### src/verilog/dbg_mam_pkg.sv
`default_nettype none

package dbg_mam_pkg;

  ////////////////////
  // Bus geometry

  localparam int DATA_W     = 32;          // One bus word
  localparam int ADDR_W     = 32;          // Byte address
  localparam int STRB_W     = DATA_W / 8;  // Write strobes, always all set
  localparam int BEAT_W     = 13;          // Words per debug request
  localparam int WORD_BYTES = DATA_W / 8;  // Address step between beats

  ////////////////////
  // AXI response codes

  localparam logic [1:0] RESP_OKAY   = 2'b00;
  localparam logic [1:0] RESP_SLVERR = 2'b10;  // Returned by the slave on a bad access

endpackage

`default_nettype wire

### src/verilog/mam_cmd_if.sv
`default_nettype none

// Command and completion link between the request controller and one engine
interface mam_cmd_if
  import dbg_mam_pkg::*;
();

  logic              cmd_valid;  // Controller offers a command
  logic              cmd_ready;  // Engine is idle
  logic [ADDR_W-1:0] cmd_addr;   // Base byte address
  logic [BEAT_W-1:0] cmd_beats;  // Word count, zero runs as one
  logic              done;       // One cycle pulse after the last beat
  logic              err;        // Any non-OKAY response, valid with done

  // Request side
  modport ctrl (
    output cmd_valid,
    output cmd_addr,
    output cmd_beats,
    input  cmd_ready,
    input  done,
    input  err
  );

  // Bus side
  modport engine (
    input  cmd_valid,
    input  cmd_addr,
    input  cmd_beats,
    output cmd_ready,
    output done,
    output err
  );

endinterface

`default_nettype wire

### src/verilog/dbg_mam_top.sv
`default_nettype none

module dbg_mam_top
  import dbg_mam_pkg::*;
(
  input  wire               clk_i,
  input  wire               rst_i,
  // Debug request
  input  wire               req_valid_i,
  output logic              req_ready_o,
  input  wire               req_we_i,
  input  wire  [ADDR_W-1:0] req_addr_i,
  input  wire  [BEAT_W-1:0] req_beats_i,
  // Host write words
  input  wire               wr_valid_i,
  input  wire  [DATA_W-1:0] wr_data_i,
  output logic              wr_ready_o,
  // Host read words
  output logic              rd_valid_o,
  output logic [DATA_W-1:0] rd_data_o,
  input  wire               rd_ready_i,
  // Completion
  output logic              done_o,
  output logic              err_o,
  // AXI4-Lite write side
  output logic [ADDR_W-1:0] axi_awaddr_o,
  output logic              axi_awvalid_o,
  input  wire               axi_awready_i,
  output logic [DATA_W-1:0] axi_wdata_o,
  output logic [STRB_W-1:0] axi_wstrb_o,
  output logic              axi_wvalid_o,
  input  wire               axi_wready_i,
  input  wire  [1:0]        axi_bresp_i,
  input  wire               axi_bvalid_i,
  output logic              axi_bready_o,
  // AXI4-Lite read side
  output logic [ADDR_W-1:0] axi_araddr_o,
  output logic              axi_arvalid_o,
  input  wire               axi_arready_i,
  input  wire  [DATA_W-1:0] axi_rdata_i,
  input  wire  [1:0]        axi_rresp_i,
  input  wire               axi_rvalid_i,
  output logic              axi_rready_o
);

  mam_cmd_if cmd_wr ();  // Controller to write engine
  mam_cmd_if cmd_rd ();  // Controller to read engine

  mam_req_ctrl mam_req_ctrl_inst (
    .clk_i       (clk_i),
    .rst_i       (rst_i),
    .req_valid_i (req_valid_i),
    .req_ready_o (req_ready_o),
    .req_we_i    (req_we_i),
    .req_addr_i  (req_addr_i),
    .req_beats_i (req_beats_i),
    .cmd_wr      (cmd_wr.ctrl),
    .cmd_rd      (cmd_rd.ctrl),
    .done_o      (done_o),
    .err_o       (err_o)
  );

  ////////////////////
  // Engines

  mam_write_engine mam_write_engine_inst (
    .clk_i         (clk_i),
    .rst_i         (rst_i),
    .cmd           (cmd_wr.engine),
    .wr_valid_i    (wr_valid_i),
    .wr_data_i     (wr_data_i),
    .wr_ready_o    (wr_ready_o),
    .axi_awaddr_o  (axi_awaddr_o),
    .axi_awvalid_o (axi_awvalid_o),
    .axi_awready_i (axi_awready_i),
    .axi_wdata_o   (axi_wdata_o),
    .axi_wstrb_o   (axi_wstrb_o),
    .axi_wvalid_o  (axi_wvalid_o),
    .axi_wready_i  (axi_wready_i),
    .axi_bresp_i   (axi_bresp_i),
    .axi_bvalid_i  (axi_bvalid_i),
    .axi_bready_o  (axi_bready_o)
  );

  mam_read_engine mam_read_engine_inst (
    .clk_i         (clk_i),
    .rst_i         (rst_i),
    .cmd           (cmd_rd.engine),
    .axi_araddr_o  (axi_araddr_o),
    .axi_arvalid_o (axi_arvalid_o),
    .axi_arready_i (axi_arready_i),
    .axi_rdata_i   (axi_rdata_i),
    .axi_rresp_i   (axi_rresp_i),
    .axi_rvalid_i  (axi_rvalid_i),
    .axi_rready_o  (axi_rready_o),
    .rd_valid_o    (rd_valid_o),
    .rd_data_o     (rd_data_o),
    .rd_ready_i    (rd_ready_i)
  );

endmodule

`default_nettype wire

### src/verilog/mam_read_engine.sv
`default_nettype none

module mam_read_engine
  import dbg_mam_pkg::*;
(
  input  wire               clk_i,
  input  wire               rst_i,
  mam_cmd_if.engine         cmd,
  output logic [ADDR_W-1:0] axi_araddr_o,
  output logic              axi_arvalid_o,
  input  wire               axi_arready_i,
  input  wire  [DATA_W-1:0] axi_rdata_i,
  input  wire  [1:0]        axi_rresp_i,
  input  wire               axi_rvalid_i,
  output logic              axi_rready_o,
  output logic              rd_valid_o,
  output logic [DATA_W-1:0] rd_data_o,
  input  wire               rd_ready_i
);

  enum logic [1:0] {
    RD_IDLE,  // Waiting for a command
    RD_BUS,   // AR in flight, then the R beat
    RD_HOLD   // Word offered to the host
  } state_q;

  logic [BEAT_W-1:0] left_q;     // Words still to read after this one
  logic              err_q;      // Sticky over the whole request
  logic              done_q;
  logic              cmd_take;
  logic              r_take;     // R beat captured
  logic              host_take;  // Host took the held word
  logic              bad_resp;

  assign cmd_take  = cmd.cmd_valid & cmd.cmd_ready;
  assign r_take    = (state_q == RD_BUS) & axi_rvalid_i;
  assign host_take = rd_valid_o & rd_ready_i;
  assign bad_resp  = (axi_rresp_i != RESP_OKAY);

  assign cmd.cmd_ready = (state_q == RD_IDLE);
  assign cmd.done      = done_q;
  assign cmd.err       = err_q;

  assign axi_rready_o = 1'b1;                 // Only one read is ever outstanding
  assign rd_valid_o   = (state_q == RD_HOLD);  // Rises the cycle after rvalid

  ////////////////////
  // Beat sequencing

  always_ff @(posedge clk_i) begin
    if (rst_i) begin
      state_q       <= RD_IDLE;
      axi_arvalid_o <= 1'b0;
      done_q        <= 1'b0;
      err_q         <= 1'b0;
    end else begin
      done_q <= 1'b0;
      case (state_q)
        RD_IDLE: begin
          if (cmd_take) begin
            state_q       <= RD_BUS;
            axi_arvalid_o <= 1'b1;
            err_q         <= 1'b0;
          end
        end
        RD_BUS: begin
          if (axi_arready_i) begin
            axi_arvalid_o <= 1'b0;
          end
          if (axi_rvalid_i) begin
            state_q <= RD_HOLD;
            err_q   <= err_q | bad_resp;
          end
        end
        RD_HOLD: begin
          // Host back-pressure stalls the bus here
          if (rd_ready_i) begin
            state_q       <= (left_q == '0) ? RD_IDLE : RD_BUS;
            axi_arvalid_o <= (left_q != '0);  // Next read after the word is taken
            done_q        <= (left_q == '0);
          end
        end
        default: state_q <= RD_IDLE;
      endcase
    end
  end

  ////////////////////
  // Address, count and data

  always_ff @(posedge clk_i) begin
    if (cmd_take) begin
      axi_araddr_o <= cmd.cmd_addr;
      left_q       <= (cmd.cmd_beats == '0) ? '0 : cmd.cmd_beats - 1'b1;
    end else if (host_take && left_q != '0) begin
      axi_araddr_o <= axi_araddr_o + ADDR_W'(WORD_BYTES);
      left_q       <= left_q - 1'b1;
    end
    if (r_take) begin
      rd_data_o <= axi_rdata_i;  // Stable for the whole hold
    end
  end

endmodule

`default_nettype wire

### src/verilog/mam_req_ctrl.sv
`default_nettype none

module mam_req_ctrl
  import dbg_mam_pkg::*;
(
  input  wire               clk_i,
  input  wire               rst_i,
  input  wire               req_valid_i,
  output logic              req_ready_o,
  input  wire               req_we_i,
  input  wire  [ADDR_W-1:0] req_addr_i,
  input  wire  [BEAT_W-1:0] req_beats_i,
  mam_cmd_if.ctrl           cmd_wr,
  mam_cmd_if.ctrl           cmd_rd,
  output logic              done_o,
  output logic              err_o
);

  enum logic [1:0] {
    ST_IDLE,   // Open for a host request
    ST_ISSUE,  // Command offered to one engine
    ST_BUSY    // Engine running, wait for its done
  } state_q;

  logic              we_q;      // 1 routes to the write engine
  logic [ADDR_W-1:0] addr_q;
  logic [BEAT_W-1:0] beats_q;
  logic              issue;
  logic              cmd_fire;  // Chosen engine took the command
  logic              eng_done;
  logic              eng_err;

  assign req_ready_o = (state_q == ST_IDLE);
  assign issue       = (state_q == ST_ISSUE);

  ////////////////////
  // Command routing

  assign cmd_wr.cmd_valid = issue & we_q;
  assign cmd_rd.cmd_valid = issue & ~we_q;
  assign cmd_wr.cmd_addr  = addr_q;   // Both engines see the same payload
  assign cmd_rd.cmd_addr  = addr_q;
  assign cmd_wr.cmd_beats = beats_q;
  assign cmd_rd.cmd_beats = beats_q;

  assign cmd_fire = we_q ? (cmd_wr.cmd_valid & cmd_wr.cmd_ready)
                         : (cmd_rd.cmd_valid & cmd_rd.cmd_ready);

  // Only one engine runs at a time, so the two results can be merged
  assign eng_done = cmd_wr.done | cmd_rd.done;
  assign eng_err  = (cmd_wr.done & cmd_wr.err) | (cmd_rd.done & cmd_rd.err);

  ////////////////////
  // FSM and status

  always_ff @(posedge clk_i) begin
    if (rst_i) begin
      state_q <= ST_IDLE;
      done_o  <= 1'b0;
      err_o   <= 1'b0;
    end else begin
      done_o <= 1'b0;  // Status is a single pulse
      err_o  <= 1'b0;
      case (state_q)
        ST_IDLE: begin
          if (req_valid_i) begin
            state_q <= ST_ISSUE;
          end
        end
        ST_ISSUE: begin
          if (cmd_fire) begin
            state_q <= ST_BUSY;
          end
        end
        ST_BUSY: begin
          if (eng_done) begin
            state_q <= ST_IDLE;  // Back to idle while done_o is high
            done_o  <= 1'b1;
            err_o   <= eng_err;
          end
        end
        default: state_q <= ST_IDLE;
      endcase
    end
  end

  // Request capture
  always_ff @(posedge clk_i) begin
    if (req_valid_i && req_ready_o) begin
      we_q    <= req_we_i;
      addr_q  <= req_addr_i;
      beats_q <= req_beats_i;
    end
  end

endmodule

`default_nettype wire

### src/verilog/mam_write_engine.sv
`default_nettype none

module mam_write_engine
  import dbg_mam_pkg::*;
(
  input  wire               clk_i,
  input  wire               rst_i,
  mam_cmd_if.engine         cmd,
  input  wire               wr_valid_i,
  input  wire  [DATA_W-1:0] wr_data_i,
  output logic              wr_ready_o,
  output logic [ADDR_W-1:0] axi_awaddr_o,
  output logic              axi_awvalid_o,
  input  wire               axi_awready_i,
  output logic [DATA_W-1:0] axi_wdata_o,
  output logic [STRB_W-1:0] axi_wstrb_o,
  output logic              axi_wvalid_o,
  input  wire               axi_wready_i,
  input  wire  [1:0]        axi_bresp_i,
  input  wire               axi_bvalid_i,
  output logic              axi_bready_o
);

  enum logic [1:0] {
    WR_IDLE,  // Waiting for a command
    WR_DATA,  // Waiting for a host word
    WR_BEAT   // AW and W in flight, then the B response
  } state_q;

  logic [BEAT_W-1:0] left_q;    // Beats still to go after the current one
  logic              err_q;     // Sticky over the whole request
  logic              done_q;
  logic              cmd_take;
  logic              word_take;
  logic              beat_end;
  logic              bad_resp;

  assign cmd_take  = cmd.cmd_valid & cmd.cmd_ready;
  assign word_take = wr_valid_i & wr_ready_o;
  assign beat_end  = (state_q == WR_BEAT) & axi_bvalid_i;
  assign bad_resp  = (axi_bresp_i != RESP_OKAY);

  assign cmd.cmd_ready = (state_q == WR_IDLE);
  assign cmd.done      = done_q;
  assign cmd.err       = err_q;

  assign wr_ready_o   = (state_q == WR_DATA);
  assign axi_wstrb_o  = '1;    // Full word writes only
  assign axi_bready_o = 1'b1;  // B channel never stalls

  ////////////////////
  // Beat sequencing

  always_ff @(posedge clk_i) begin
    if (rst_i) begin
      state_q       <= WR_IDLE;
      axi_awvalid_o <= 1'b0;
      axi_wvalid_o  <= 1'b0;
      done_q        <= 1'b0;
      err_q         <= 1'b0;
    end else begin
      done_q <= 1'b0;
      case (state_q)
        WR_IDLE: begin
          if (cmd_take) begin
            state_q <= WR_DATA;
            err_q   <= 1'b0;  // Fresh request
          end
        end
        WR_DATA: begin
          if (word_take) begin
            state_q       <= WR_BEAT;
            axi_awvalid_o <= 1'b1;  // Both channels rise together
            axi_wvalid_o  <= 1'b1;
          end
        end
        WR_BEAT: begin
          // Each channel drops on its own after its handshake
          if (axi_awready_i) begin
            axi_awvalid_o <= 1'b0;
          end
          if (axi_wready_i) begin
            axi_wvalid_o <= 1'b0;
          end
          if (axi_bvalid_i) begin
            err_q   <= err_q | bad_resp;
            state_q <= (left_q == '0) ? WR_IDLE : WR_DATA;
            done_q  <= (left_q == '0);
          end
        end
        default: state_q <= WR_IDLE;
      endcase
    end
  end

  ////////////////////
  // Address, count and data

  always_ff @(posedge clk_i) begin
    if (cmd_take) begin
      axi_awaddr_o <= cmd.cmd_addr;
      left_q       <= (cmd.cmd_beats == '0) ? '0 : cmd.cmd_beats - 1'b1;  // Zero runs as one
    end else if (beat_end && left_q != '0) begin
      axi_awaddr_o <= axi_awaddr_o + ADDR_W'(WORD_BYTES);
      left_q       <= left_q - 1'b1;
    end
    if (word_take) begin
      axi_wdata_o <= wr_data_i;  // Held until the next host word
    end
  end

endmodule

`default_nettype wire
### config.mk
export PLATFORM = sky130hd
export DESIGN_NAME = dbg_mam_top
export DESIGN_NICKNAME = d
export VERILOG_FILES = /design/src/verilog/dbg_mam_pkg.sv /design/src/verilog/mam_cmd_if.sv /design/src/verilog/dbg_mam_top.sv /design/src/verilog/mam_read_engine.sv /design/src/verilog/mam_req_ctrl.sv /design/src/verilog/mam_write_engine.sv
export SDC_FILE = /design/constraint.sdc
export NUM_CORES = 1
export LEC_CHECK = 0
export BUFFER_PORTS_ARGS = -buffer_cell sky130_fd_sc_hd__buf_2
export CAP_MARGIN = 10
export CORE_MARGIN = 1
export CORE_UTILIZATION = 40
export CTS_CLUSTER_SIZE = 16
export DETAILED_ROUTE_END_ITERATION = 8
export HOLD_SLACK_MARGIN = 0.06
export PLACE_DENSITY_LB_ADDON = 0.15
export REMOVE_ABC_BUFFERS = 1
export SLEW_MARGIN = 5
export SYNTH_ARGS = -nofsm -noshare
export SYNTH_HDL_FRONTEND = slang
export SYNTH_SLANG_ARGS = --single-unit
### constraint.sdc
create_clock -name clk_i -period 5.16 [get_ports clk_i]
set_input_delay 0.258 -clock clk_i [delete_from_list [all_inputs] [get_ports clk_i]]
set_output_delay 0.258 -clock clk_i [all_outputs]
set_load 0.01 [all_outputs]
==> metrics.csv <==
metric,value,unit
status,completed,
placement.io_buffers,259,
diodes,0,
fin_tns_setup,0,ns
cts_setup_buffers,0,
ir_worst_vdd,240.9,uV
p_leak,4.839,nW
dpl-instance-area,0.01098,mm^2
tritoncts,built,
cts_max_level,1,
yosysUniqueCellTypes,40,
die_w,154.9,um
synth_area,0.009346,mm^2
synth_flop_cell,edfxtp_1,
grt_max_degree,60,
crit_type,reg2reg,
min_period_over_period,48.18,%
rsz0062_at_grt,no,
worst_clock_skew,0.01357,ns
synth-seq-area-share,67.47,%
syn_to_final_growth,37.74,%
yosys_warnings,0,
cp.required,5.29,ns
track_usage,19.16,%
wl_per_cell,15.89,um
met2_usage,33.16,%
arrival,2.61,ns
ctsResizeCount,0,
final-max-slew-violation-count,0,
hold_violations,0,
gp_congestion,0.7915,
num_rows,55,
die_h,154.9,um
synth_top_area_cell,edfxtp_1,
busiest_layer,met2,
cp_max_fo,43,
die_area,0.02398,mm^2
drt_iter0_drc,398,
cts_buffers,24,
drive_gt1_share,26.56,%
grt_pass1_wl,36140,um
layout.nets,1269,
avgSynthCellArea,12.36,um^2
setup_ws,2.674,ns
fin_crit,2.486,ns
via_per_inst,4.869,
clockBufferDepth,3,
dp_hpwl,15830,um
grtUsageMet1,25.09,%
cts.sinks,215,
placed_cells,1310,
postRouteAntennaNets,0,
worstHoldPathType,in2reg,
crit_path_start_kind,register,
synth_top_area_share,64.26,%
setup_viol,0,
grt_pass1_vias,6949,
finalHoldWorstSlack,0.07881,ns
post_synth_inst_count,756,
max_freq,402.2,MHz
synth.top_cells.by_area,"edfxtp_1 (64%), nand2_1 (4.3%), xor2_1 (3.9%), xnor2_1 (3.6%), o21ai_0 (3.4%)",
initial_core_util,41.03,%
clk_pin_slew,0.06,ns
cts-root-buf,clkbuf_16,
first_pass_iters,5,
powerDensity,331.6,mW/mm^2
fin_area,0.01287,mm^2
dp_slack,2.636,ns
vias,7152,
met3_usage,2.702,%
async_reset_ff_share,0,%
boundaryPins,266,
clk-insertion-delay-late,0.51,ns
post-route-drc-count,0,
maxCapViolCount,0,
stdcell_count,1469,
tightest_slew,1.189,ns
finalWirelength,23350,um
synth_edf_count,200,
grt-ovfl-total,0,
antenna_found_initial,0,
ys_ff_latch,215,
max-slew-margin-rel,20.67,%
core_area,0.02278,mm^2
end_kind,register,
cells in the mapped netlist, drive strengths merged (2+ instances only):
cell type and n:
o21ai 63, xnor2 38, nand2b 7, nand2 108, nor4 14, o31ai 3, edfxtp 200, xor2 42
or4 8, ha 7, nor3 23, dfxtp 15, o31a 2, nor2 58, or2 3, and3 7
inv 17, nor2b 6, buf 8, mux2i 9, and2 5, or3 7, nand4 24, nor4b 3
clkbuf 22, nand3 20, a21oi 25, a31oi 4
power breakdown:
| part | switching [W] | internal [W] | total, W |
|---|---|---|---|
| Clock | 0.000659 | 0.000950 | 0.00161 |
| Combinational | 0.000273 | 0.000220 | 0.000493 |
| Sequential | 0.0000960 | 0.00207 | 0.00217 |
| Total | 0.00103 | 0.00324 | 0.00427 |
metrics by stage:
step                      total power [W]  utilization, %
final                            0.004269           56.52
after global routing             0.004449           56.52
after CTS                        0.004323           56.52
after detailed placement         0.002633           48.21
after global placement           0.002623           48.21
after floorplan                  0.002423               -
per-layer routing:
layer  routed length, um  vias to the layer above
met2               11630                      164
met4                 605                        0
met3                 852                       42
li1                    -                     3513
met1               10260                     3433
met5                   0                        -
worst paths after layout:
check                                from                               endpoint  slack, ns  depth (start not counted)
max                mam_req_ctrl_inst.we_q  mam_read_engine_inst.axi_araddr_o[23]       2.67                          5
min                         axi_arready_i     mam_read_engine_inst.axi_arvalid_o       0.08                          4
min reg2reg  mam_req_ctrl_inst.state_q[1]           mam_req_ctrl_inst.state_q[0]       0.47                          1
max reg2reg        mam_req_ctrl_inst.we_q  mam_read_engine_inst.axi_araddr_o[23]       2.67                          5
repair_timing:
action,CTS,global route
endpoints found under the setup margin,0,0
hold buffers,115,0
hold endpoints to repair,116,0
cells in the final DEF, fill, tap and decap left out, types with 23 or more instances in the layout:
master         netlist  final
a21oi_1             25     25
nor3_1              23     23
buf_2                1    259
xnor2_1             38     38
clkbuf_16            0     26
nand2_1            108    108
xor2_1              42     42
edfxtp_1           200    200
o21ai_0             63     62
nor2_1              58     58
dlygate4sd3_1        0    115
nand4_1             24     24
critical path, stage by stage, from the launching register on:
cell and delay, ns:
edfxtp_1 0.41, or4_1 0.48, buf_4 0.26, clkinv_1 0.09
a31oi_1 0.07, inv_2 0.77
state kept, by name, summed over array words and instances, names as in the netlist:
name	count
mam_read_engine_inst.axi_arvalid_o	1
mam_req_ctrl_inst.we_q	1
mam_write_engine_inst.axi_wvalid_o	1
mam_write_engine_inst.cmd.done	1
mam_write_engine_inst.cmd.err	1
mam_write_engine_inst.axi_awaddr_o	32
mam_read_engine_inst.axi_araddr_o	32
mam_req_ctrl_inst.err_o	1
mam_req_ctrl_inst.cmd_rd.cmd_addr	32
mam_read_engine_inst.cmd.done	1
mam_req_ctrl_inst.state_q	2
mam_read_engine_inst.rd_data_o	32
mam_write_engine_inst.axi_wdata_o	32
mam_write_engine_inst.state_q	2
mam_write_engine_inst.left_q	13
mam_read_engine_inst.cmd.err	1
mam_req_ctrl_inst.cmd_rd.cmd_beats	13
mam_req_ctrl_inst.done_o	1
mam_read_engine_inst.left_q	13
mam_read_engine_inst.state_q	2
mam_write_engine_inst.axi_awvalid_o	1
layout make-up:
cell class / instances / area (um^2)
fillers: 1994 / 9905
repair buffers: 381 / 2500
well taps: 313 / 391.6
inverters: 17 / 63.81
clock buffers: 40 / 723.2
clock inverters: 4 / 17.52
multi-input cells: 499 / 2872
flip-flops and latches: 215 / 6306
kinds of logic (layout without fill, tap and decap cells):
logic type	count (synthesis)	after routing	synth area share, %
simple gates	296	296	15.15
flops	215	215	67.47
compound gates	100	100	5.676
xor+xnor	80	80	7.497
buf+inv	47	442	2.142
mux	10	10	1.084
fa+ha+maj	7	7	0.9370
other cells	1	6	0.04012
(Power assumes the default switching activity.)
